### src/rtl/lsu_pkg.sv
package lsu_pkg;

	// ########################################
	// Widths
	// ########################################

	localparam int XLEN    = 32;
	localparam int WADDR_W = XLEN - 2;        // Word address, byte offset dropped
	localparam int STRB_W  = XLEN / 8;

	// ########################################
	// Encodings
	// ########################################

	typedef enum logic [3:0] {
		OP_PASS,
		OP_LB,
		OP_LH,
		OP_LW,
		OP_LBU,
		OP_LHU,
		OP_SB,
		OP_SH,
		OP_SW
	} lsu_op_e;

	typedef enum logic [0:0] {BANK_IDLE, BANK_RESP} bank_state_e;

	typedef enum logic [1:0] {S_IDLE, S_ISSUE, S_WAIT, S_WB} lsu_state_e;

	// ########################################
	// Records
	// ########################################

	typedef struct packed {
		lsu_op_e           op;
		logic [XLEN-1:0]   addr;
		logic [XLEN-1:0]   wdata;                 // Store data, not yet lane shifted
		logic [4:0]        rd;
		logic [XLEN-1:0]   alu_val;
		logic              reg_wen;
	} lsu_req_t;

	typedef struct packed {
		logic [WADDR_W-1:0] waddr;
		logic               we;
		logic [STRB_W-1:0]  wstrb;
		logic [XLEN-1:0]    wdata;
	} mem_req_t;

	typedef struct packed {
		logic [XLEN-1:0] rdata;
		logic            err;
		logic            we;
	} mem_rsp_t;

	typedef struct packed {
		logic [4:0]      rd;
		logic            reg_wen;
		logic [XLEN-1:0] val;
		logic            err;
	} wb_t;

endpackage

### src/rtl/bank_router.sv
`timescale 1ns/1ps

module bank_router import lsu_pkg::*; #(
	parameter int NUM_BANKS  = 4,
	parameter int BANK_WORDS = 64
) (
	input  logic                         clock,
	input  logic                         arst_n,
	input  mem_req_t                     mreq,
	input  logic                         mreq_valid,
	output logic                         mreq_ready,
	output mem_req_t                     bank_req,
	output logic [NUM_BANKS-1:0]         bank_req_valid,
	output logic [$clog2(NUM_BANKS)-1:0] sel_bank,
	output logic                         err_valid
);

	localparam int SEL_W = $clog2(NUM_BANKS);
	localparam int ROW_W = WADDR_W - SEL_W;

	logic [SEL_W-1:0] bank_idx;
	logic [ROW_W-1:0] row;
	logic             in_range;
	logic             accept;

	// ########################################
	// Decode
	// ########################################

	assign mreq_ready = 1'b1;                         // Banks take any request, one at a time
	assign accept     = mreq_valid && mreq_ready;
	assign bank_idx   = mreq.waddr[SEL_W-1:0];       // Consecutive words go to consecutive banks
	assign row        = mreq.waddr[WADDR_W-1:SEL_W];
	assign in_range   = (row < BANK_WORDS);

	always_comb begin
		bank_req       = mreq;
		bank_req.waddr = WADDR_W'(row);               // Banks only see their own row
	end

	always_comb begin
		bank_req_valid = '0;
		if (accept && in_range) begin
			bank_req_valid[bank_idx] = 1'b1;
		end
	end

	// ########################################
	// Reply bookkeeping
	// ########################################

	always_ff @(posedge clock or negedge arst_n) begin
		if (!arst_n) begin
			sel_bank  <= '0;
			err_valid <= 1'b0;
		end else begin
			err_valid <= accept && !in_range;         // Stands in for the bank's one-cycle reply
			if (accept) begin
				sel_bank <= bank_idx;
			end
		end
	end

endmodule

### config.mk
export PLATFORM = sky130hd
export DESIGN_NAME = bank_router
export DESIGN_NICKNAME = d
export VERILOG_FILES = /design/src/rtl/lsu_pkg.sv /design/src/rtl/bank_router.sv
export SDC_FILE = /design/constraint.sdc
export NUM_CORES = 1
export LEC_CHECK = 0
export BUFFER_PORTS_ARGS = -buffer_cell sky130_fd_sc_hd__clkbuf_2
export CAP_MARGIN = 20
export CORE_MARGIN = 1.5
export CORE_UTILIZATION = 24
export DETAILED_ROUTE_END_ITERATION = 8
export PLACE_DENSITY_LB_ADDON = 0.15
export SLEW_MARGIN = 20
export SYNTH_ARGS = -nofsm -noshare
export SYNTH_HDL_FRONTEND = slang
export SYNTH_SLANG_ARGS = --single-unit
export TNS_END_PERCENT = 30
### constraint.sdc
create_clock -name clock -period 1.45 [get_ports clock]
set_input_delay 0.29 -clock clock [delete_from_list [all_inputs] [get_ports clock]]
set_output_delay 0.29 -clock clock [all_outputs]
set_load 0.01 [all_outputs]
==> impl_metrics.env <==
export IMPL_outcome="finished, violations left"
export IMPL_violations="setup timing"
export IMPL_setup_tns_ns=-0.443
export IMPL_fp_dieH_um=57.2
export IMPL_leakagePower_nw=0.371
export IMPL_worst_hold_slack_ns=0.330
export IMPL_clk_latency_ns=0.23
export IMPL_htreeDepth=1
export IMPL_cp_cell_sequence="clkbuf_2 > nor4_4 > nand2_2 > nor4_2 > buf_2"
export IMPL_routed_wirelength_mm=1.29
export IMPL_grt_pass1_wl_mm=2.03
export IMPL_pwr_share_clk_pct=37.7
export IMPL_place_ws_ns=-0.377
export IMPL_max_stage_delay_ns=0.28
export IMPL_fin_crit_ns=1.58
export IMPL_dp_hpwl_mm=1.08
export IMPL_p_sw_share_pct=32.0
export IMPL_synth_xor_area_share_pct=0
export IMPL_cts_sinks=3
export IMPL_timing_final_ws_setup_ns=-0.130
export IMPL_first_pass_iters=3
export IMPL_grt_max_degree=6
export IMPL_cts_tree="yes"
export IMPL_cp_max_fo=5
export IMPL_cts_buffers=3
export IMPL_synth_compound_area_share_pct=1.78
export IMPL_num_antenna_cells=0
export IMPL_start_kind="input pin"
export IMPL_synth_fa_ha_area_share_pct=0
export IMPL_crit_arrival_ns=1.29
export IMPL_ys_seq_area_share_pct=10.7
export IMPL_row_count=19
export IMPL_synth_simple_gate_area_share_pct=11.4
export IMPL_finalSetupViolations=4
export IMPL_yosysWarnings=0
export IMPL_routabilityCongestion=0.620
export IMPL_core_area_um2=2780
export IMPL_ys_types=12
export IMPL_critical_path_required_ns=1.16
export IMPL_fin_skew_ns=0
export IMPL_switchingPower_mw=0.123
export IMPL_cap_violations=0
export IMPL_fin_nets=163
export IMPL_grt_usage_pct=7.87
export IMPL_combPwrFrac_pct=37.8
export IMPL_worstSetupPathType="in -> out"
export IMPL_clkTransAtPathRegs_ns=0.04
export IMPL_clk_path_buf_depth=2
export IMPL_dieWidth_um=57.2
export IMPL_p_int_mw=0.262
export IMPL_syn_to_final_growth_pct=-1.78
export IMPL_synth_area_um2=704
export IMPL_synth_seq_cells=3
export IMPL_fmax_mhz=633
export IMPL_peakVddDrop_mv=0.388
export IMPL_n_fill_cell=324
export IMPL_pin_count=145
export IMPL_grt_pass1_vias=493
export IMPL_final_antenna_net_count=0
export IMPL_crit_family="simple AND/OR/NAND/NOR gates"
export IMPL_synth_area_per_cell_um2=7.66
export IMPL_cp_end_kind="output pin"
export IMPL_rsz0062_at_grt="yes"
export IMPL_portBuffers=55
export IMPL_start_util_pct=25.3
export IMPL_critical_path_buf_inv_count=2
export IMPL_synth_area_mux_share_pct=1.60
export IMPL_antenna_found_initial=0
export IMPL_drc=0
export IMPL_globalRoute_totalOverflow=0
export IMPL_period_share_pct=109
export IMPL_dieArea_um2=3270
export IMPL_p_seq_share_pct=24.6
export IMPL_synth_top_family_by_area="buffers and inverters"
export IMPL_cts_root_buf="clkbuf_4"
export IMPL_hold_viol=0
export IMPL_drv_slew=0
export IMPL_layout_drive_gt1_share_pct=81.5
export IMPL_power_density_nw_per_um2=556
export IMPL_cpMaxStageDelayCell="nor4_4"
export IMPL_drt_initial_drc_count=5
export IMPL_min_path_type="in -> reg"
export IMPL_vias_per_cell=4.20
export IMPL_synthCells=92
export IMPL_vias=516
export IMPL_avgRoutedWirePerCell_um=10.5
[placed cells by master (no fill, tap or decap), types with 2 or more instances in the layout]
master / count
buf_2: 3
buf_4: 6
clkbuf_2: 52
clkbuf_4: 3
conb_1: 3
dfrtp_1: 3
inv_1: 2
nor4_2: 4
nor4_4: 4
[kinds of logic after synthesis]
kind of cell	Yosys count
buffers and inverters	70
and+or+nand+nor	14
DFF	3
other	2
muxes	1
AOI/OAI and AO/OA	2
[final cells by class]
type                       instances  area (um2)  share of cell area (%)
multi-input combinational         20         203                    29.3
inverter                           2        7.51                    1.08
timing repair buffer              63         342                    49.4
clock buffer                       4        26.3                    3.80
sequential                         3        75.1                    10.8
tap                               31        38.8                    5.61
[per-stage QoR]
stage | total power, mW | area, um2 | instances | utilization (%)
floorplan | 0.305 | 708 | 93 | -
finish | 0.385 | 692 | 123 | 24.9
CTS | 0.388 | 652 | 122 | 23.4
detailed placement | 0.224 | 549 | 116 | 19.7
global route | 0.419 | 692 | 123 | 24.9
global placement | 0.224 | 549 | 116 | 19.7
[per-layer routing]
layer	up-vias	global-route usage, %	share of wire, %
li1	232	-	-
met1	208	6.09	27
met4	0	6.31	2.2
met5	-	0	0
met3	12	4.31	17
met2	64	14.1	54
[cells in the mapped netlist]
library cell / number / area [um2]
o21ai_0: 1 / 5.00
nand4_1: 1 / 6.26
nand2b_1: 1 / 6.26
mux2_2: 1 / 11.3
conb_1: 2 / 7.51
o21a_1: 1 / 7.51
nand2_1: 2 / 7.51
buf_4: 68 / 510
dfrtp_1: 3 / 75.1
nor2_1: 1 / 3.75
nor4_1: 9 / 56.3
inv_1: 2 / 7.51
[worst paths after layout]
check | start | end | slack [ns] | depth (start not counted)
min reg2reg | sel_bank[1] | sel_bank[1] | 0.53 | 1
min | mreq_valid | err_valid | 0.33 | 2
max reg2reg | sel_bank[1] | sel_bank[1] | 0.69 | 1
max | mreq[57] | bank_req_valid[3] | -0.13 | 5
min in group asynchronous | arst_n | err_valid | 0.39 | 2
max in group asynchronous | arst_n | sel_bank[1] | 0.95 | 2
[power groups by stage]
| stage | Clock, mW | Sequential (mW) | Combinational, mW |
|---|---|---|---|
| after floorplan | 0 | 0.0983 | 0.206 |
| after global placement | 0 | 0.0953 | 0.129 |
| final | 0.145 | 0.0945 | 0.145 |
| after detailed placement | 0 | 0.0958 | 0.128 |
| after CTS | 0.153 | 0.0947 | 0.140 |
| after global routing | 0.164 | 0.0952 | 0.160 |
[flip-flops by register name, summed over array words and instances, names as in the netlist]
| register | cells |
|---|---|
| sel_bank | 2 |
| err_valid | 1 |
[repair_timing]
item,CTS,global route
gates resized for setup,10,7
pin swaps,7,2
endpoints found under the hold margin,3,0
buffers inserted,1,1
hold buffers,1,0
setup endpoints to repair,4,4
Note: power is estimated with default switching activity, not from simulation.
