<file path="src/rtl/lsu_pkg.sv">
package lsu_pkg;

	// ########################################
	// Widths
	// ########################################

	localparam int XLEN    = 32;
	localparam int WADDR_W = XLEN - 2;        // Word address, byte offset dropped
	localparam int STRB_W  = XLEN / 8;

	// ########################################
	// Encodings
	// ########################################

	typedef enum logic [3:0] {
		OP_PASS,
		OP_LB,
		OP_LH,
		OP_LW,
		OP_LBU,
		OP_LHU,
		OP_SB,
		OP_SH,
		OP_SW
	} lsu_op_e;

	typedef enum logic [0:0] {BANK_IDLE, BANK_RESP} bank_state_e;

	typedef enum logic [1:0] {S_IDLE, S_ISSUE, S_WAIT, S_WB} lsu_state_e;

	// ########################################
	// Records
	// ########################################

	typedef struct packed {
		lsu_op_e           op;
		logic [XLEN-1:0]   addr;
		logic [XLEN-1:0]   wdata;                 // Store data, not yet lane shifted
		logic [4:0]        rd;
		logic [XLEN-1:0]   alu_val;
		logic              reg_wen;
	} lsu_req_t;

	typedef struct packed {
		logic [WADDR_W-1:0] waddr;
		logic               we;
		logic [STRB_W-1:0]  wstrb;
		logic [XLEN-1:0]    wdata;
	} mem_req_t;

	typedef struct packed {
		logic [XLEN-1:0] rdata;
		logic            err;
		logic            we;
	} mem_rsp_t;

	typedef struct packed {
		logic [4:0]      rd;
		logic            reg_wen;
		logic [XLEN-1:0] val;
		logic            err;
	} wb_t;

endpackage

</file>
<file path="src/rtl/resp_merger.sv">
`timescale 1ns/1ps

module resp_merger import lsu_pkg::*; #(
	parameter int NUM_BANKS = 4
) (
	input  logic [$clog2(NUM_BANKS)-1:0] sel_bank,
	input  logic                         err_valid,
	input  mem_rsp_t                     bank_rsp [NUM_BANKS],
	input  logic [NUM_BANKS-1:0]         bank_rsp_valid,
	output mem_rsp_t                     mrsp,
	output logic                         mrsp_valid
);

	logic any_bank_valid;

	assign any_bank_valid = |bank_rsp_valid;
	assign mrsp_valid     = err_valid || any_bank_valid;

	// ########################################
	// Select
	// ########################################

	always_comb begin
		if (err_valid) begin
			mrsp.rdata = '0;
			mrsp.err   = 1'b1;
			mrsp.we    = 1'b0;
		end else begin
			mrsp = bank_rsp[sel_bank];           // Router latched the index at acceptance
		end
	end

	// ########################################
	// Checks
	// ########################################

	// Router error and bank replies come from one single access
	always_comb begin
		a_one_source: assert final ($onehot0({err_valid, bank_rsp_valid}))
			else $error("more than one response source active");
	end

	// A bank reply must come from the bank the router addressed
	always_comb begin
		a_sel_match: assert final (!any_bank_valid || bank_rsp_valid[sel_bank])
			else $error("reply from bank other than sel_bank");
	end

endmodule

</file>
<file path="config.mk">
export PLATFORM = sky130hd
export DESIGN_NAME = resp_merger
export DESIGN_NICKNAME = d
export VERILOG_FILES = /design/src/rtl/lsu_pkg.sv /design/src/rtl/resp_merger.sv
export SDC_FILE = /design/constraint.sdc
export NUM_CORES = 1
export LEC_CHECK = 0
export ABC_AREA = 1
export CORE_MARGIN = 3
export CORE_UTILIZATION = 30
export DETAILED_ROUTE_END_ITERATION = 10
export DONT_BUFFER_PORTS = 1
export SLEW_MARGIN = 0
export SYNTH_ARGS = -nofsm -noshare
export SYNTH_HDL_FRONTEND = slang
export SYNTH_SLANG_ARGS = --single-unit
</file>
<file path="constraint.sdc">
create_clock -name vclk -period 2.85
set_input_delay 0.57 -clock vclk [all_inputs]
set_output_delay 0.57 -clock vclk [all_outputs]
set_load 0.02 [all_outputs]
</file>
==> results of run 1 <==
==> power by group <==
group	switching (mW)	internal (mW)	total [mW]	leakage, nW
clock network	0	0	0	0
registers	0	0	0	0
logic	0.148	0.0711	0.219	1.22
total	0.148	0.0711	0.219	1.22
==> layer usage <==
layer	vias up	GRT usage, %
met3	4	0.998
met1	934	15.1
met4	0	2.36
li1	1097	-
met2	119	29.9
met5	-	0
==> layout make-up <==
type | count | area, um^2 | area share (%)
Inverter | 134 | 503 | 30.5
Multi-Input combinational cell | 241 | 1040 | 62.9
Tap cell | 70 | 87.6 | 5.32
Timing Repair Buffer | 1 | 20.0 | 1.21
==> final timing paths <==
check / startpoint / end / slack (ps)
worst max-delay path: sel_bank[0] / mrsp[10] / 650
worst min-delay path: err_valid / mrsp[7] / 1220
==> per-stage QoR <==
stage          power, mW  area, um^2
2_1_floorplan      0.225        1700
3_3_place_gp       0.215        1650
3_5_place_dp       0.220        1650
4_1_cts            0.221        1650
5_1_grt            0.250        1650
6_report           0.219        1650
==> logic make-up (layout without fill, tap and decap cells) <==
logic type,count (synthesis),after routing,share of synthesized area [%]
simple gates,206,206,50.7
buf+inv,160,135,38.8
compound gates,35,35,10.5
==> layout by cell type (no fill, tap or decap), drive strengths merged <==
cell type and instances:
nor3 1, nand3 66, or2 1, nand2 137
o211ai 1, nor2 1, inv 134, a21oi 34
buf 1
==> metrics.yaml, run 1 <==
sta:
  whs_ps: 1220
  fin_crit_ps: 2200
  setup_tns_ps: 0
  fin_crit_sh_pct: 77.1
  maxSlewViolCount: 0
  hold_viol: 0
  tightestPinTransition_ps: 597
  final.setup.worst_slack_ps: 653
  rsz0062_at_grt: "no"
  setup_violations: 0
  max_freq_mhz: 455
  slew_headroom_pct: 60.1
critical_path:
  crit_family: "buffers and inverters"
  crit_chain: "inv_2 -> buf_12 -> nand2_1 -> nand3_1 -> a21oi_1"
  crit_type: "input port to output pin"
  critPathCaptureType: "output pin"
  max_stage_delay_ps: 460
  crit_fanout: 69
  cpMaxStageDelayCell: "a21oi_1"
  path_buf_inv: 2
  cp.depth: 5
  required_ps: 2280
  critPathLaunchType: "input port"
  arrival_ps: 1630
layout:
  final-seq-area_um2: 0
  n_clock_buffer: 0
  antenna-diode-count: 0
  nFlopsAndLatches: 0
  final_nets: 521
  areaGrowthSynthToFinish_pct: -2.80
  fin_cells: 446
  nFillCells: 617
  fin_util_pct: 31.3
  layout-drive-gt1-share_pct: 0.798
logic_synthesis:
  yosysWarnings: 0
  syn_avg_cell_area_um2: 4.23
  yosysSeqAreaShare_pct: 0
  yosys-top-cells-count: "nand2_1 (137), inv_1 (132), nand3_1 (66)"
  synthTopCellsByArea: "nand2_1 (30%), inv_1 (29%), nand3_1 (19%)"
  synth_cell_types: 12
  synth_top_area_share_pct: 30.3
  synth_most_common_cell: "nand2_1"
  syn_inst: 401
  synth_top_cell_by_area: "nand2_1"
  syn-cell-area_um2: 1700
  synth_fp_nets: 544
global_routing:
  grtUsageTotal_pct: 14.2
  grt.overflow.total: 0
  antenna_found_initial: 0
  grt_pass1_wl_mm: 7.84
  grt_pass1_vias: 1875
  grt_max_degree: 70
die:
  die-height_um: 81.2
  fp.coreArea_um2: 5270
  rows: 26
  fp.dieW_um: 81.2
  dieArea_um2: 6590
  initial_core_util_pct: 32.2
  io_pins: 178
route:
  ant_nets: 0
  via_per_inst: 4.83
  routed_wl_mm: 5.31
  via_count: 2154
  wl_met1_mm: 2.17
  met2_length_mm: 2.72
  remaining_drc_errors: 0
  wl_met3_um: 387
  avgRoutedWirePerCell_um: 11.9
  highest_layer: "met4"
  first_pass_iters: 4
  drt_iter0_drc: 93
place:
  dp_hpwl_mm: 4.02
  place_ws_ps: 647
  gp_routability_congestion: 0.809
  dp_cells: 446
  io_buffers: 0
min_path:
  holdPathStages: 1
  hp-class: "input port to output pin"
job:
  max_cap_violations: 0
clock_tree:
  ctsResizeCount: 0
  ctsHoldBuffers: 0
  postCtsSetupBuffers: 0
power:
  leakage_nw: 1.22
  power.density_nw_per_um2: 133
  peakVddDrop_mv: 0.0490
run_status:
  status: "finished clean"
No activity file was read; power rests on OpenSTA's default activity.
==> run 2: changes to the inputs <==
==> constraint.sdc (replaced) <==
create_clock -name vclk -period 1.77
set_input_delay 0.354 -clock vclk [all_inputs]
set_output_delay 0.354 -clock vclk [all_outputs]
set_load 0.02 [all_outputs]
==> metrics.yaml, run 2 (synthesis results as in run 1) <==
run_status:
  status: "finished clean"
route:
  via_count: 2205  # +2.4%
  drt_iter0_drc: 108  # +16%
  first_pass_iters: 4  # unchanged
  ant_nets: 0  # unchanged
  routed_wl_mm: 5.34  # +0.49%
  avgRoutedWirePerCell_um: 11.4  # -4.2%
  remaining_drc_errors: 0  # unchanged
  via_per_inst: 4.71  # -2.4%
die:
  die-height_um: 81.2  # unchanged
  dieArea_um2: 6590  # unchanged
  rows: 26  # unchanged
  fp.coreArea_um2: 5270  # unchanged
  io_pins: 178  # unchanged
  initial_core_util_pct: 32.2  # unchanged
  fp.dieW_um: 81.2  # unchanged
layout:
  nFlopsAndLatches: 0  # unchanged
  layout-drive-gt1-share_pct: 6.28  # +5.5 points
  antenna-diode-count: 0  # unchanged
  fin_cells: 468  # +4.9%
  n_clock_buffer: 0  # unchanged
  fin_util_pct: 34.4  # +3.1 points
  final_common_cell: "nand2_1"
  final-seq-area_um2: 0  # unchanged
  areaGrowthSynthToFinish_pct: 6.94
  final_cell_area_um2: 1810  # +10%
  final_nets: 543  # +4.2%
  final_cell_mix: "nand2_1 (137), inv_1 (132), nand3_1 (66), a21oi_1 (34), buf_4 (22)"
global_routing:
  grt.overflow.total: 0  # unchanged
  grt_pass1_vias: 1888  # +0.69%
  grt_pass1_wl_mm: 7.94  # +1.2%
  antenna_found_initial: 0  # unchanged
  grtUsageTotal_pct: 14.3  # +0.11 points
  grt_max_degree: 70  # unchanged
sta:
  setup_violations: 0  # unchanged
  rsz0062_at_grt: "no"
  whs_ps: 794  # -427 ps
  tightestPinTransition_ps: 476  # -121 ps
  hold_viol: 0  # unchanged
  final.setup.worst_slack_ps: 229  # -425 ps
  setup_tns_ps: 0  # unchanged
  fin_crit_sh_pct: 87.1
  fin_crit_ps: 1540
  maxSlewViolCount: 0  # unchanged
  max_freq_mhz: 649
  slew_headroom_pct: 68.4  # +8.3 points
clock_tree:
  postCtsSetupBuffers: 0  # unchanged
  ctsHoldBuffers: 0  # unchanged
  ctsResizeCount: 0  # unchanged
power:
  leakage_nw: 1.33  # +9.3%
  power.density_nw_per_um2: 223  # +68%
  peakVddDrop_mv: 0.0885  # +80%
  p_total_mw: 0.404  # +85%
place:
  place_ws_ps: 259  # -388 ps
  placed_area_um2: 1810  # +10%
  dp_hpwl_mm: 4.02  # +0.22%
  dp_cells: 468  # +4.9%
  io_buffers: 0  # unchanged
  gp_routability_congestion: 0.768  # -5.0%
job:
  max_cap_violations: 0  # unchanged
critical_path:
  critPathLaunchType: "input port"
  crit_type: "input port to output pin"
  arrival_ps: 1190  # -440 ps
  crit_fanout: 69  # unchanged
  startpoint: "sel_bank[0]"
  required_ps: 1420  # -860 ps
  critPathCaptureType: "output pin"
min_path:
  hp-class: "input port to output pin"
  min_from: "err_valid"
[run 2: cell count changes in the layout (fill, tap and decap cells not counted)]
cell,before,now
buf_4,0,22
[run 2: layer usage]
metal	up-vias	share of wire [%]	track usage (%)	wire, um
met5	-	0	0	0
met4	0	0.47	0.507	25
met3	2	7.2	1.11	386
met2	112	51	29.7	2740
met1	951	41	16.2	2180
li1	1140	-	-	-
[run 2: layout make-up]
cell class | count | area (um^2)
fillers | 633 | 3460
inverters | 134 | 503
multi-input cells | 241 | 1040
well taps | 70 | 87.6
repair buffers | 23 | 185
[run 2: worst max-delay path, stage by stage]
cell	delay [ps]
inv_2	30
buf_12	180
nand2_1	90
nand3_1	70
a21oi_1	420
[run 2: final timing paths]
check  cells after the start        to  slack [ps]
max                        5  mrsp[15]         230
min                        1   mrsp[7]         790
[run 2: report_power, final]
part / leakage, nW / switching [mW] / internal [mW]
registers: 0 / 0 / 0
clock network: 0 / 0 / 0
logic: 1.33 / 0.245 / 0.158
total: 1.33 / 0.245 / 0.158
==> run 3: changes to the inputs <==
--- a/config.mk
+++ b/config.mk
@@ -6,7 +6,7 @@
 export NUM_CORES = 1
 export LEC_CHECK = 0
 export ABC_AREA = 1
-export CORE_MARGIN = 3
+export CORE_MARGIN = 4
 export CORE_UTILIZATION = 30
 export DETAILED_ROUTE_END_ITERATION = 10
 export DONT_BUFFER_PORTS = 1
==> metrics.yaml, run 3 (synthesis results as in run 1) <==
min_path:
  hp-class: "input port to output pin"
  holdPathStages: 1  # unchanged
layout:
  nFlopsAndLatches: 0  # unchanged
  antenna-diode-count: 0  # unchanged
  final-seq-area_um2: 0  # unchanged
  n_clock_buffer: 0  # unchanged
  final_common_cell: "nand2_1"
  final_cell_mix: "nand2_1 (137), inv_1 (132), nand3_1 (66), a21oi_1 (34), buf_4 (32)"
  fin_cells: 480  # +2.6%
  layout-drive-gt1-share_pct: 8.58  # +2.3 points
  final_nets: 553  # +1.8%
  areaGrowthSynthToFinish_pct: 11.5
sta:
  fin_crit_sh_pct: 85.7  # -1.4 points
  setup_tns_ps: 0  # unchanged
  setup_violations: 0  # unchanged
  whs_ps: 790  # -4.07 ps
  maxSlewViolCount: 0  # unchanged
  slew_headroom_pct: 69.1  # +0.68 points
  tightestPinTransition_ps: 465  # -10.2 ps
  max_freq_mhz: 659  # +1.6%
  hold_viol: 0  # unchanged
  fin_crit_ps: 1520  # -24.6 ps
  rsz0062_at_grt: "no"
critical_path:
  startpoint: "sel_bank[0]"
  critPathCaptureType: "output pin"
  crit_chain: "inv_2 -> buf_4 -> nand2_1 -> nand3_1 -> a21oi_1 -> buf_4"
  crit_fanout: 69  # unchanged
  required_ps: 1420  # about the same
  critPathLaunchType: "input port"
  cpMaxStageDelayCell: "buf_4"
  crit_type: "input port to output pin"
  crit_end: "mrsp[19]"
  max_stage_delay_ps: 290  # -130 ps
  arrival_ps: 1160  # -30 ps
  crit_top_cell: "buf_4"
place:
  io_buffers: 0  # unchanged
  gp_routability_congestion: 0.810  # +5.4%
  dp_hpwl_mm: 4.28  # +6.3%
  dp_cells: 480  # +2.6%
route:
  via_per_inst: 4.66  # -1.1%
  ant_nets: 0  # unchanged
  via_count: 2236  # +1.4%
  routed_wl_mm: 5.39  # +1.0%
  drt_iter0_drc: 49  # -55%
  avgRoutedWirePerCell_um: 11.2  # -1.5%
  first_pass_iters: 4  # unchanged
  remaining_drc_errors: 0  # unchanged
job:
  max_cap_violations: 0  # unchanged
global_routing:
  grt.overflow.total: 0  # unchanged
  antenna_found_initial: 0  # unchanged
  grtUsageTotal_pct: 14.4  # +0.13 points
  grt_max_degree: 70  # unchanged
  grt_pass1_vias: 2231  # +18%
  grt_pass1_wl_mm: 9.14  # +15%
die:
  fp.coreArea_um2: 5510  # +4.5%
  initial_core_util_pct: 30.8  # -1.4 points
  io_pins: 178  # unchanged
  fp.dieW_um: 83.2  # +2.5%
  die-height_um: 83.2  # +2.5%
  dieArea_um2: 6920  # +5.0%
  rows: 27  # +3.8%
power:
  power.density_nw_per_um2: 227  # +1.7%
  leakage_nw: 1.38  # +3.8%
  p_total_mw: 0.428  # +6.1%
  peakVddDrop_mv: 0.0732  # -17%
clock_tree:
  postCtsSetupBuffers: 0  # unchanged
  ctsResizeCount: 0  # unchanged
  ctsHoldBuffers: 0  # unchanged
run_status:
  status: "finished clean"
==> run 3: cell type report <==
| cell class | instances | area (um^2) |
|---|---|---|
| fillers | 659 | 3620 |
| inverters | 134 | 503 |
| multi-input cells | 241 | 1040 |
| well taps | 72 | 90.1 |
| repair buffers | 33 | 260 |
==> run 3: power breakdown <==
part           total, mW  switching (mW)  internal [mW]
registers              0               0              0
logic              0.428           0.250          0.178
clock network          0               0              0
total              0.428           0.250          0.178
==> run 3: how the worst min path moves through the flow <==
stage,start,to,slack [ps]
finish,err_valid,mrsp[13],790
global route,err_valid,mrsp[12],800
CTS,err_valid,mrsp[13],790
detailed placement,err_valid,mrsp[13],790
global placement,err_valid,mrsp[12],790
floorplan,bank_rsp_valid[2],mrsp_valid,880
==> run 3: per-stage QoR <==
| step | worst slack, ps | utilization [%] | instance area, um^2 |
|---|---|---|---|
| finish | 253 | 34.3 | 1890 |
| global route | 140 | 34.3 | 1890 |
| CTS | 244 | 34.3 | 1890 |
| detailed placement | 245 | 34.3 | 1890 |
| global placement | 264 | 34.3 | 1890 |
| floorplan | 194 | - | 1700 |
==> run 3: critical path, delay by kind of cell <==
| kind | cells | cell delay [ps] |
|---|---|---|
| compound gates | 1 | 70 |
| buf+inv | 3 | 540 |
| simple gates | 2 | 180 |
==> run 3: metal layers <==
layer,up-vias,global-route usage [%],part of all wire (%)
li1,1161,-,-
met1,973,16.6,41
met2,102,29.3,51
met3,0,1.88,7.2
met4,0,0,0
met5,-,0,0
