## src/rtl/lsu_pkg.sv

```systemverilog
package lsu_pkg;

	// ########################################
	// Widths
	// ########################################

	localparam int XLEN    = 32;
	localparam int WADDR_W = XLEN - 2;        // Word address, byte offset dropped
	localparam int STRB_W  = XLEN / 8;

	// ########################################
	// Encodings
	// ########################################

	typedef enum logic [3:0] {
		OP_PASS,
		OP_LB,
		OP_LH,
		OP_LW,
		OP_LBU,
		OP_LHU,
		OP_SB,
		OP_SH,
		OP_SW
	} lsu_op_e;

	typedef enum logic [0:0] {BANK_IDLE, BANK_RESP} bank_state_e;

	typedef enum logic [1:0] {S_IDLE, S_ISSUE, S_WAIT, S_WB} lsu_state_e;

	// ########################################
	// Records
	// ########################################

	typedef struct packed {
		lsu_op_e           op;
		logic [XLEN-1:0]   addr;
		logic [XLEN-1:0]   wdata;                 // Store data, not yet lane shifted
		logic [4:0]        rd;
		logic [XLEN-1:0]   alu_val;
		logic              reg_wen;
	} lsu_req_t;

	typedef struct packed {
		logic [WADDR_W-1:0] waddr;
		logic               we;
		logic [STRB_W-1:0]  wstrb;
		logic [XLEN-1:0]    wdata;
	} mem_req_t;

	typedef struct packed {
		logic [XLEN-1:0] rdata;
		logic            err;
		logic            we;
	} mem_rsp_t;

	typedef struct packed {
		logic [4:0]      rd;
		logic            reg_wen;
		logic [XLEN-1:0] val;
		logic            err;
	} wb_t;

endpackage

```

## src/rtl/lsu_core.sv

```systemverilog
`timescale 1ns/1ps

module lsu_core import lsu_pkg::*; (
	input  logic     clock,
	input  logic     arst_n,
	input  lsu_req_t req,
	input  logic     req_valid,
	output logic     req_ready,
	output mem_req_t mreq,
	output logic     mreq_valid,
	input  logic     mreq_ready,
	input  mem_rsp_t mrsp,
	input  logic     mrsp_valid,
	output wb_t      wb,
	output logic     wb_valid,
	input  logic     wb_ready
);

	lsu_state_e      state;
	lsu_req_t        req_q;
	wb_t             wb_q;
	logic [1:0]      offset;
	logic            is_store;
	logic [3:0]      size_mask;
	logic [XLEN-1:0] load_shift;
	logic [XLEN-1:0] load_val;

	// ########################################
	// Control
	// ########################################

	always_ff @(posedge clock or negedge arst_n) begin
		if (!arst_n) begin
			state <= S_IDLE;
		end else begin
			case (state)
				S_IDLE: begin
					if (req_valid) begin
						state <= (req.op == OP_PASS) ? S_WB : S_ISSUE;
					end
				end
				S_ISSUE: begin
					if (mreq_ready) begin
						state <= S_WAIT;
					end
				end
				S_WAIT: begin
					if (mrsp_valid) begin
						state <= S_WB;
					end
				end
				S_WB: begin
					if (wb_ready) begin
						state <= S_IDLE;
					end
				end
				default: state <= S_IDLE;
			endcase
		end
	end

	assign req_ready  = (state == S_IDLE);
	assign mreq_valid = (state == S_ISSUE);
	assign wb_valid   = (state == S_WB);
	assign wb         = wb_q;

	// ########################################
	// Datapath
	// ########################################

	assign offset   = req_q.addr[1:0];
	assign is_store = req_q.op inside {OP_SB, OP_SH, OP_SW};

	always_comb begin
		case (req_q.op)
			OP_LB, OP_LBU, OP_SB: size_mask = 4'b0001;
			OP_LH, OP_LHU, OP_SH: size_mask = 4'b0011;
			default:              size_mask = 4'b1111;
		endcase
	end

	always_comb begin
		mreq.waddr = req_q.addr[XLEN-1:2];
		mreq.we    = is_store;
		mreq.wstrb = is_store ? (size_mask << offset) : '0;
		mreq.wdata = req_q.wdata << {offset, 3'b000};   // Move store data into its lane
	end

	assign load_shift = mrsp.rdata >> {offset, 3'b000};

	always_comb begin
		case (req_q.op)
			OP_LB:   load_val = {{24{load_shift[7]}}, load_shift[7:0]};
			OP_LH:   load_val = {{16{load_shift[15]}}, load_shift[15:0]};
			OP_LBU:  load_val = {24'b0, load_shift[7:0]};
			OP_LHU:  load_val = {16'b0, load_shift[15:0]};
			default: load_val = load_shift;
		endcase
	end

	// Record is filled at acceptance and completed by the memory response
	always_ff @(posedge clock) begin
		if (state == S_IDLE && req_valid) begin
			req_q <= req;
			wb_q  <= '{rd: req.rd, reg_wen: req.reg_wen, val: req.alu_val, err: 1'b0};
		end else if (state == S_WAIT && mrsp_valid) begin
			wb_q.rd      <= req_q.rd;
			wb_q.reg_wen <= !is_store && req_q.reg_wen && !mrsp.err;
			wb_q.val     <= (is_store || mrsp.err) ? '0 : load_val;
			wb_q.err     <= mrsp.err;
		end
	end

	// Execute must hold the operation until it is taken
	a_req_stable: assert property (@(posedge clock) disable iff (!arst_n)
		req_valid && !req_ready |=> !req_valid || $stable(req))
		else $error("req changed while waiting for req_ready");

	// The memory side never answers without an access in flight
	a_rsp_in_wait: assert property (@(posedge clock) disable iff (!arst_n)
		mrsp_valid |-> state == S_WAIT)
		else $error("mrsp_valid outside S_WAIT");

	// A bank reply reports the kind of access that was issued
	a_rsp_kind: assert property (@(posedge clock) disable iff (!arst_n)
		mrsp_valid && !mrsp.err |-> mrsp.we == is_store)
		else $error("mrsp.we does not match the operation");

endmodule

```

## config.mk

```make
export PLATFORM = sky130hd
export DESIGN_NAME = lsu_core
export DESIGN_NICKNAME = d
export VERILOG_FILES = /design/src/rtl/lsu_pkg.sv /design/src/rtl/lsu_core.sv
export SDC_FILE = /design/constraint.sdc
export NUM_CORES = 1
export LEC_CHECK = 0
export ABC_CLOCK_PERIOD_IN_PS = 7220
export BUFFER_PORTS_ARGS = -buffer_cell sky130_fd_sc_hd__buf_2
export CAP_MARGIN = 40
export CORE_MARGIN = 10
export CORE_UTILIZATION = 30
export CTS_CLUSTER_DIAMETER = 40
export DETAILED_ROUTE_END_ITERATION = 10
export PLACE_DENSITY_LB_ADDON = 0.1
export REMOVE_ABC_BUFFERS = 1
export SLEW_MARGIN = 20
export SYNTH_ARGS = -nofsm -noshare
export SYNTH_HDL_FRONTEND = slang
export SYNTH_SLANG_ARGS = --single-unit
```

## constraint.sdc

```tcl
create_clock -name clock -period 7.22 [get_ports clock]
set_clock_uncertainty 0.15 [all_clocks]
set_input_delay 1.444 -clock clock [delete_from_list [all_inputs] [get_ports clock]]
set_output_delay 1.444 -clock clock [all_outputs]
set_load 0.005 [all_outputs]
```

==> results of run 1 <==
layer usage:
layer,global-route usage,vias up
li1,-,2073
met1,0.165,1991
met2,0.234,188
met3,0.0675,21
met4,0.0454,6
met5,0,-
report_power, final:
| part | internal, mW | total, mW | switching, mW |
|---|---|---|---|
| Sequential | 0.964 | 1.03 | 0.0682 |
| Clock | 0.504 | 0.814 | 0.310 |
| Combinational | 0.290 | 0.702 | 0.413 |
| Total | 1.76 | 2.55 | 0.791 |
flip-flops by register name (all words and copies together) (netlist names):
name and cells:
req_q 42, state 2, mreq 30, wb 39, offset 2
cells in the mapped netlist:
master       n
a211oi_1     8
a21oi_1     27
a221oi_1     1
a22o_1       7
a31oi_4      1
a32o_1       7
and2_1      10
and3b_1      1
and4b_1      1
buf_1        3
buf_2        8
buf_4       31
buf_6        2
clkbuf_1    18
dfrtp_1      2
dfxtp_1      1
edfxtp_1   112
ha_1         4
inv_1        7
mux2i_1     42
mux4_2       1
nand2_1     52
nand2b_1     2
nand3_1      1
nand3b_1     3
nor2_1      21
nor2b_1     10
nor3_1       2
nor4_1       1
nor4_2       1
nor4b_1      1
o2111ai_1    1
o21a_1       1
o21ai_0     35
o21ai_1      1
o22ai_1      1
o2bb2ai_1    7
o31ai_1      8
or3_1        1
or3b_4       1
or4b_2       1
xor2_1       1
tightest hold or removal path, delay by kind of cell (launching register included):
family             cells  cell delay [ns]
DFF                    1             0.31
AOI/OAI and AO/OA      1             0.06
and+or+nand+nor        1             0.05
kinds of logic after synthesis:
kind of cell,count (synthesis),share of synthesized area
DFF,115,0.620
and+or+nand+nor,109,0.0944
AOI/OAI and AO/OA,105,0.123
buffers and inverters,69,0.0723
muxes,43,0.0800
adders and majority gates,4,0.00904
xor gates and xnor gates,1,0.00158
area by class of cell:
cell class | instances | area (sq um) | area share
Sequential cell | 115 | 3430 | 0.462
Multi-Input combinational cell | 262 | 1730 | 0.233
Timing Repair Buffer | 263 | 1390 | 0.187
Clock buffer | 18 | 429 | 0.0577
Tap cell | 229 | 287 | 0.0385
Clock inverter | 14 | 138 | 0.0185
Inverter | 7 | 26.3 | 0.00353
Antenna cell | 2 | 5.00 | 0.000673
final timing paths:
| kind | to | slack [ns] | cells past startpoint |
|---|---|---|---|
| max reg2reg | wb[23] | 3.71 | 5 |
| min | wb[0] | 0.32 | 2 |
| min reg2reg | wb[0] | 0.32 | 2 |
| max in group asynchronous | state[0] | 6.16 | 1 |
| max | mreq[28] | 3.08 | 5 |
| min in group asynchronous | state[1] | 0.66 | 1 |
through the flow:
| step | utilization | cells | hold slack, ns |
|---|---|---|---|
| after floorplan | - | 384 | 0.303 |
| after global placement | 0.374 | 870 | 0.294 |
| after detailed placement | 0.380 | 876 | 0.314 |
| after CTS | 0.411 | 908 | 0.322 |
| after global routing | 0.411 | 909 | 0.332 |
| final | 0.411 | 910 | 0.316 |
==> flow_metrics.env, run 1 <==
export IMPL_status="finished, final reports clean"
export IMPL_fp_coreArea_sq_mm=0.0181
export IMPL_core_rowCount=49
export IMPL_clock_path_buffers=2
export IMPL_cts_hold_buf=0
export IMPL_hold_path_class="reg2reg"
export IMPL_grt_use_total=0.144
export IMPL_synth_seq_area_share=0.620
export IMPL_ant_nets=0
export IMPL_design_area_sq_mm=0.00744
export IMPL_clock_sinks=115
export IMPL_grt_overflow=0
export IMPL_pre_cts_slack_ns=3.40
export IMPL_synth_area_per_cell_sq_um=12.4
export IMPL_syn_area_sq_mm=0.00554
export IMPL_cts_resized=0
export IMPL_syn2layout_area_growth_pct=34.2
export IMPL_crit_path_start="offset[0]"
export IMPL_grt_max_degree=51
export IMPL_nNetsFinal=816
export IMPL_highest_signal_layer="met5"
export IMPL_die_x_um=156
export IMPL_crit_chain="buf_4 -> nor2b_1 -> a211oi_1 -> a21oi_1 -> buf_2"
export IMPL_wl_met2_mm=8.53
export IMPL_ir_worst_vdd_mv=0.187
export IMPL_antenna_found_initial=6
export IMPL_wirelength_met1_mm=7.41
export IMPL_finalHoldViolCount=0
export IMPL_p_per_area_mw_per_mm2=343
export IMPL_drc_errors=0
export IMPL_num_vias=4279
export IMPL_min_period_ns=4.14
export IMPL_cts_root_buf="clkbuf_16"
export IMPL_cts_tree="built"
export IMPL_drv_cap=0
export IMPL_place_area_sq_mm=0.00686
export IMPL_dp_hpwl_mm=13.6
export IMPL_drt_wl_total_mm=18.0
export IMPL_p_leak_nw=3.12
export IMPL_die_y_um=156
export IMPL_nFillCells=1752
export IMPL_required_ns=5.63
export IMPL_worst_path_buf_inv=2
export IMPL_first_global_vias=4633
export IMPL_rsz0062_at_grt="false"
export IMPL_wl_per_cell_um=19.7
export IMPL_cts_buffers=17
export IMPL_avgViaCountPerCell=4.70
export IMPL_netlist_cell_type_count=42
export IMPL_slew_headroom=0.513
export IMPL_route_met3_wl_mm=1.72
export IMPL_layout_commonest_cell="buf_2"
export IMPL_synth_warnings=0
export IMPL_slew_viol_final=0
export IMPL_start_util=0.306
export IMPL_ios=255
export IMPL_yosys_top_cells_area="edfxtp_1 61%, mux2i_1 7.6%, buf_4 4.2%, nand2_1 3.5%, o21ai_0 3.2%"
export IMPL_drt_iter0_markers=202
export IMPL_htreeDepth=4
export IMPL_worstSetupPathType="reg2out"
export IMPL_io_buffers=253
export IMPL_worstSetupStartpointType="flip-flop"
export IMPL_drtPass1Iterations=4
export IMPL_reg2reg_from="offset[0]"
export IMPL_slowest_stage="edfxtp_1"
export IMPL_clk_pin_slew_ns=0.06
export IMPL_syn_inst=446
export IMPL_drive_gt1_frac=0.443
export IMPL_routabilityCongestion=0.778
export IMPL_fin_crit_sh=0.574
export IMPL_tns_ns=0
export IMPL_tightest_slew_ns=0.731
export IMPL_cp_arrival_ns=2.55
export IMPL_critical_path_top_delay_family="buffers and inverters"
export IMPL_yosys_area_top_type="edfxtp_1"
export IMPL_worst_slack_ns=3.08
export IMPL_setup_viol=0
export IMPL_ys_ff_latch=115
export IMPL_hp_start="wb[0]"
export IMPL_grt_pass1_wl_mm=26.8
export IMPL_post_cts_setup_buffer_count=0
export IMPL_fmax_mhz=241
export IMPL_clkLatencyLatePin_ns=0.41
export IMPL_cp_max_fo=50
export IMPL_endpoint_kind="output port"
export IMPL_synth_top_area_share=0.607
export IMPL_max_stage_delay_ns=0.76
export IMPL_layout_common_cells="253 x buf_2, 112 x edfxtp_1, 52 x nand2_1"
export IMPL_dieArea_sq_mm=0.0243
export IMPL_power_total_mw=2.55
No activity file was read; power rests on OpenSTA's default activity.
==> run 2, diff against run 1 <==
--- a/config.mk
+++ b/config.mk
@@ -5,7 +5,8 @@
 export SDC_FILE = /design/constraint.sdc
 export NUM_CORES = 1
 export LEC_CHECK = 0
-export ABC_CLOCK_PERIOD_IN_PS = 7220
+export ABC_AREA = 1
+export ABC_CLOCK_PERIOD_IN_PS = 3500
 export BUFFER_PORTS_ARGS = -buffer_cell sky130_fd_sc_hd__buf_2
 export CAP_MARGIN = 40
 export CORE_MARGIN = 10
==> constraint.sdc (replaced) <==
create_clock -name clock -period 3.5 [get_ports clock]
set_clock_uncertainty 0.15 [all_clocks]
set_input_delay 0.7 -clock clock [delete_from_list [all_inputs] [get_ports clock]]
set_output_delay 0.7 -clock clock [all_outputs]
set_load 0.005 [all_outputs]
==> flow_metrics.env, run 2 <==
export IMPL_status="finished, final reports clean"
export IMPL_p_per_area_mw_per_mm2=708
export IMPL_syn2layout_area_growth_pct=33.4
export IMPL_cp_max_fo=48
export IMPL_clock_sinks=115
export IMPL_power_total_mw=5.40
export IMPL_slew_viol_final=0
export IMPL_routabilityCongestion=0.840
export IMPL_dp_hpwl_mm=14.3
export IMPL_rr_worst_depth=8
export IMPL_ant_nets=0
export IMPL_start_util=0.306
export IMPL_min_period_ns=3.23
export IMPL_dieArea_sq_mm=0.0250
export IMPL_layout_common_cells="253 x buf_2, 194 x nand2_1, 112 x edfxtp_1"
export IMPL_cts_buffers=17
export IMPL_layout_commonest_cell="buf_2"
export IMPL_tightest_slew_ns=0.715
export IMPL_hp_start="req[80]"
export IMPL_cts_tree="built"
export IMPL_synth_edf_count=112
export IMPL_fp_coreArea_sq_mm=0.0187
export IMPL_yosysMostFrequentCell="nand2_1"
export IMPL_fin_crit_sh=0.924
export IMPL_die_x_um=158
export IMPL_num_vias=4936
export IMPL_grt_max_degree=59
export IMPL_synth_warnings=0
export IMPL_endpoint_kind="output port"
export IMPL_synth_top_area_share=0.588
export IMPL_reg2reg_from="offset[0]"
export IMPL_ios=255
export IMPL_ir_worst_vdd_mv=0.334
export IMPL_max_flop_register="req_q"
export IMPL_drt_iter0_markers=230
export IMPL_tns_ns=0
export IMPL_netlist_cell_type_count=23
export IMPL_yosys_top_cells_area="edfxtp_1 59%, nand2_1 13%, nor2_1 5.6%, buf_4 4.5%, o21ai_0 3.7%"
export IMPL_antenna_found_initial=2
export IMPL_finalHoldViolCount=0
export IMPL_io_buffers=253
export IMPL_syn_inst=614
export IMPL_ys_ff_latch=115
export IMPL_synth_ff_type="edfxtp_1"
export IMPL_cp_arrival_ns=2.38
export IMPL_worstSetupStartpointType="flip-flop"
export IMPL_reg2reg_to="wb[22]"
export IMPL_setup_viol=0
export IMPL_cts_root_buf="clkbuf_16"
export IMPL_clock_path_buffers=2
export IMPL_synth_seq_area_share=0.600
export IMPL_drc_errors=0
export IMPL_die_y_um=158
export IMPL_slew_headroom=0.523
export IMPL_clk_pin_slew_ns=0.06
export IMPL_drtPass1Iterations=4
export IMPL_holdPathStages=1
export IMPL_wl_per_cell_um=17.4
export IMPL_rsz0062_at_grt="false"
export IMPL_grt_overflow=0
export IMPL_clkLatencyLatePin_ns=0.41
export IMPL_drive_gt1_frac=0.368
export IMPL_avgViaCountPerCell=4.55
export IMPL_p_leak_nw=3.55
export IMPL_worstSetupPathType="reg2out"
export IMPL_grt_pass1_wl_mm=29.1
export IMPL_syn_area_sq_mm=0.00572
export IMPL_r2r_slack_ns=0.76
export IMPL_whs_endpoint="mreq[45]"
export IMPL_fmax_mhz=309
export IMPL_drv_cap=0
export IMPL_synth_commonest_cells="195 x nand2_1, 112 x edfxtp_1, 85 x nor2_1"
export IMPL_synth_area_per_cell_sq_um=9.32
export IMPL_drt_wl_total_mm=18.9
export IMPL_htreeDepth=4
export IMPL_core_rowCount=50
export IMPL_hold_path_class="in2reg"
export IMPL_nNetsFinal=988
export IMPL_first_global_vias=5249
export IMPL_largest_reg_flops=42
export IMPL_yosys_area_top_type="edfxtp_1"
export IMPL_required_ns=2.65
export IMPL_async_reset_ff_frac=0.0174
export IMPL_grt_use_total=0.152
[run 2: cell count changes in the layout (fill, tap and decap cells not counted), moves of 8 or more]
cell,delta
nand2_1,+142
nor2_1,+65
mux2i_1,-42
nand3_1,+29
inv_1,+27
a21oi_1,-16
nand2_2,+14
and2_1,-9
nor2b_1,-9
a22oi_1,+8
o22ai_1,+8
o31ai_1,-8
[run 2: what timing repair did]
| item | 4_1_cts | 5_1_grt |
|---|---|---|
| gates resized for setup | 0 | 0 |
| setup buffers | 0 | 0 |
| hold buffers | 1 | 0 |
| hold endpoints to repair | 2 | 0 |
[run 2: metal layers]
layer | global-route usage | up-vias | share of wire
li1 | - | 2457 | -
met1 | 0.181 | 2228 | 0.42
met2 | 0.233 | 228 | 0.44
met3 | 0.0757 | 21 | 0.12
met4 | 0.0507 | 2 | 0.017
met5 | 0 | - | 0.00069
[run 2: worst max path at each step]
| stage | start | to | cells past startpoint |
|---|---|---|---|
| CTS | offset[0] | mreq[23] | 4 |
| detailed placement | offset[0] | mreq[23] | 4 |
| finish | offset[0] | mreq[23] | 4 |
| global placement | offset[0] | mreq[35] | 5 |
| global route | offset[0] | mreq[23] | 4 |
| floorplan | state[0] | mreq[37] | 4 |
[run 2: area by class of cell]
type / instances / area [sq um]
clock buffers: 17 / 425
flip-flops and latches: 115 / 3430
well taps: 234 / 293
fillers: 1894 / 11100
diodes: 1 / 2.50
multi-input cells: 401 / 1770
clock inverters: 15 / 180
repair buffers: 263 / 1380
inverters: 40 / 153
[run 2: logic make-up after synthesis]
kind of cell    count (synthesis)  synth area share
buf+inv                        98            0.0914
flops                         115             0.600
fa+ha+maj                       4           0.00875
simple gates                  325             0.230
compound gates                 72            0.0695
[run 2: worst max-delay path, stage by stage (launching register included)]
cell      delay (ns)
edfxtp_1        0.80
buf_4           0.52
nor2_1          0.10
o32ai_1         0.35
buf_2           0.18
[run 2: through the flow]
step                      setup slack, ns  utilization  instance area (sq um)  std cells  hold slack, ns
after CTS                           0.226        0.408                   7630       1085           0.285
after detailed placement            0.678        0.375                   7010       1052           0.311
after floorplan                     0.131            -                   5350        556           0.254
after global placement              0.765        0.373                   6990       1051           0.299
final                               0.266        0.408                   7630       1086           0.306
after global routing               0.0396        0.408                   7630       1086           0.290
[run 2: power by group]
group / leakage, nW / switching, mW / internal (mW) / total, mW
Combinational: 2.19 / 0.963 / 0.556 / 1.52
Sequential: 1.09 / 0.116 / 1.98 / 2.09
Clock: 0.280 / 0.669 / 1.12 / 1.79
Total: 3.55 / 1.75 / 3.65 / 5.40
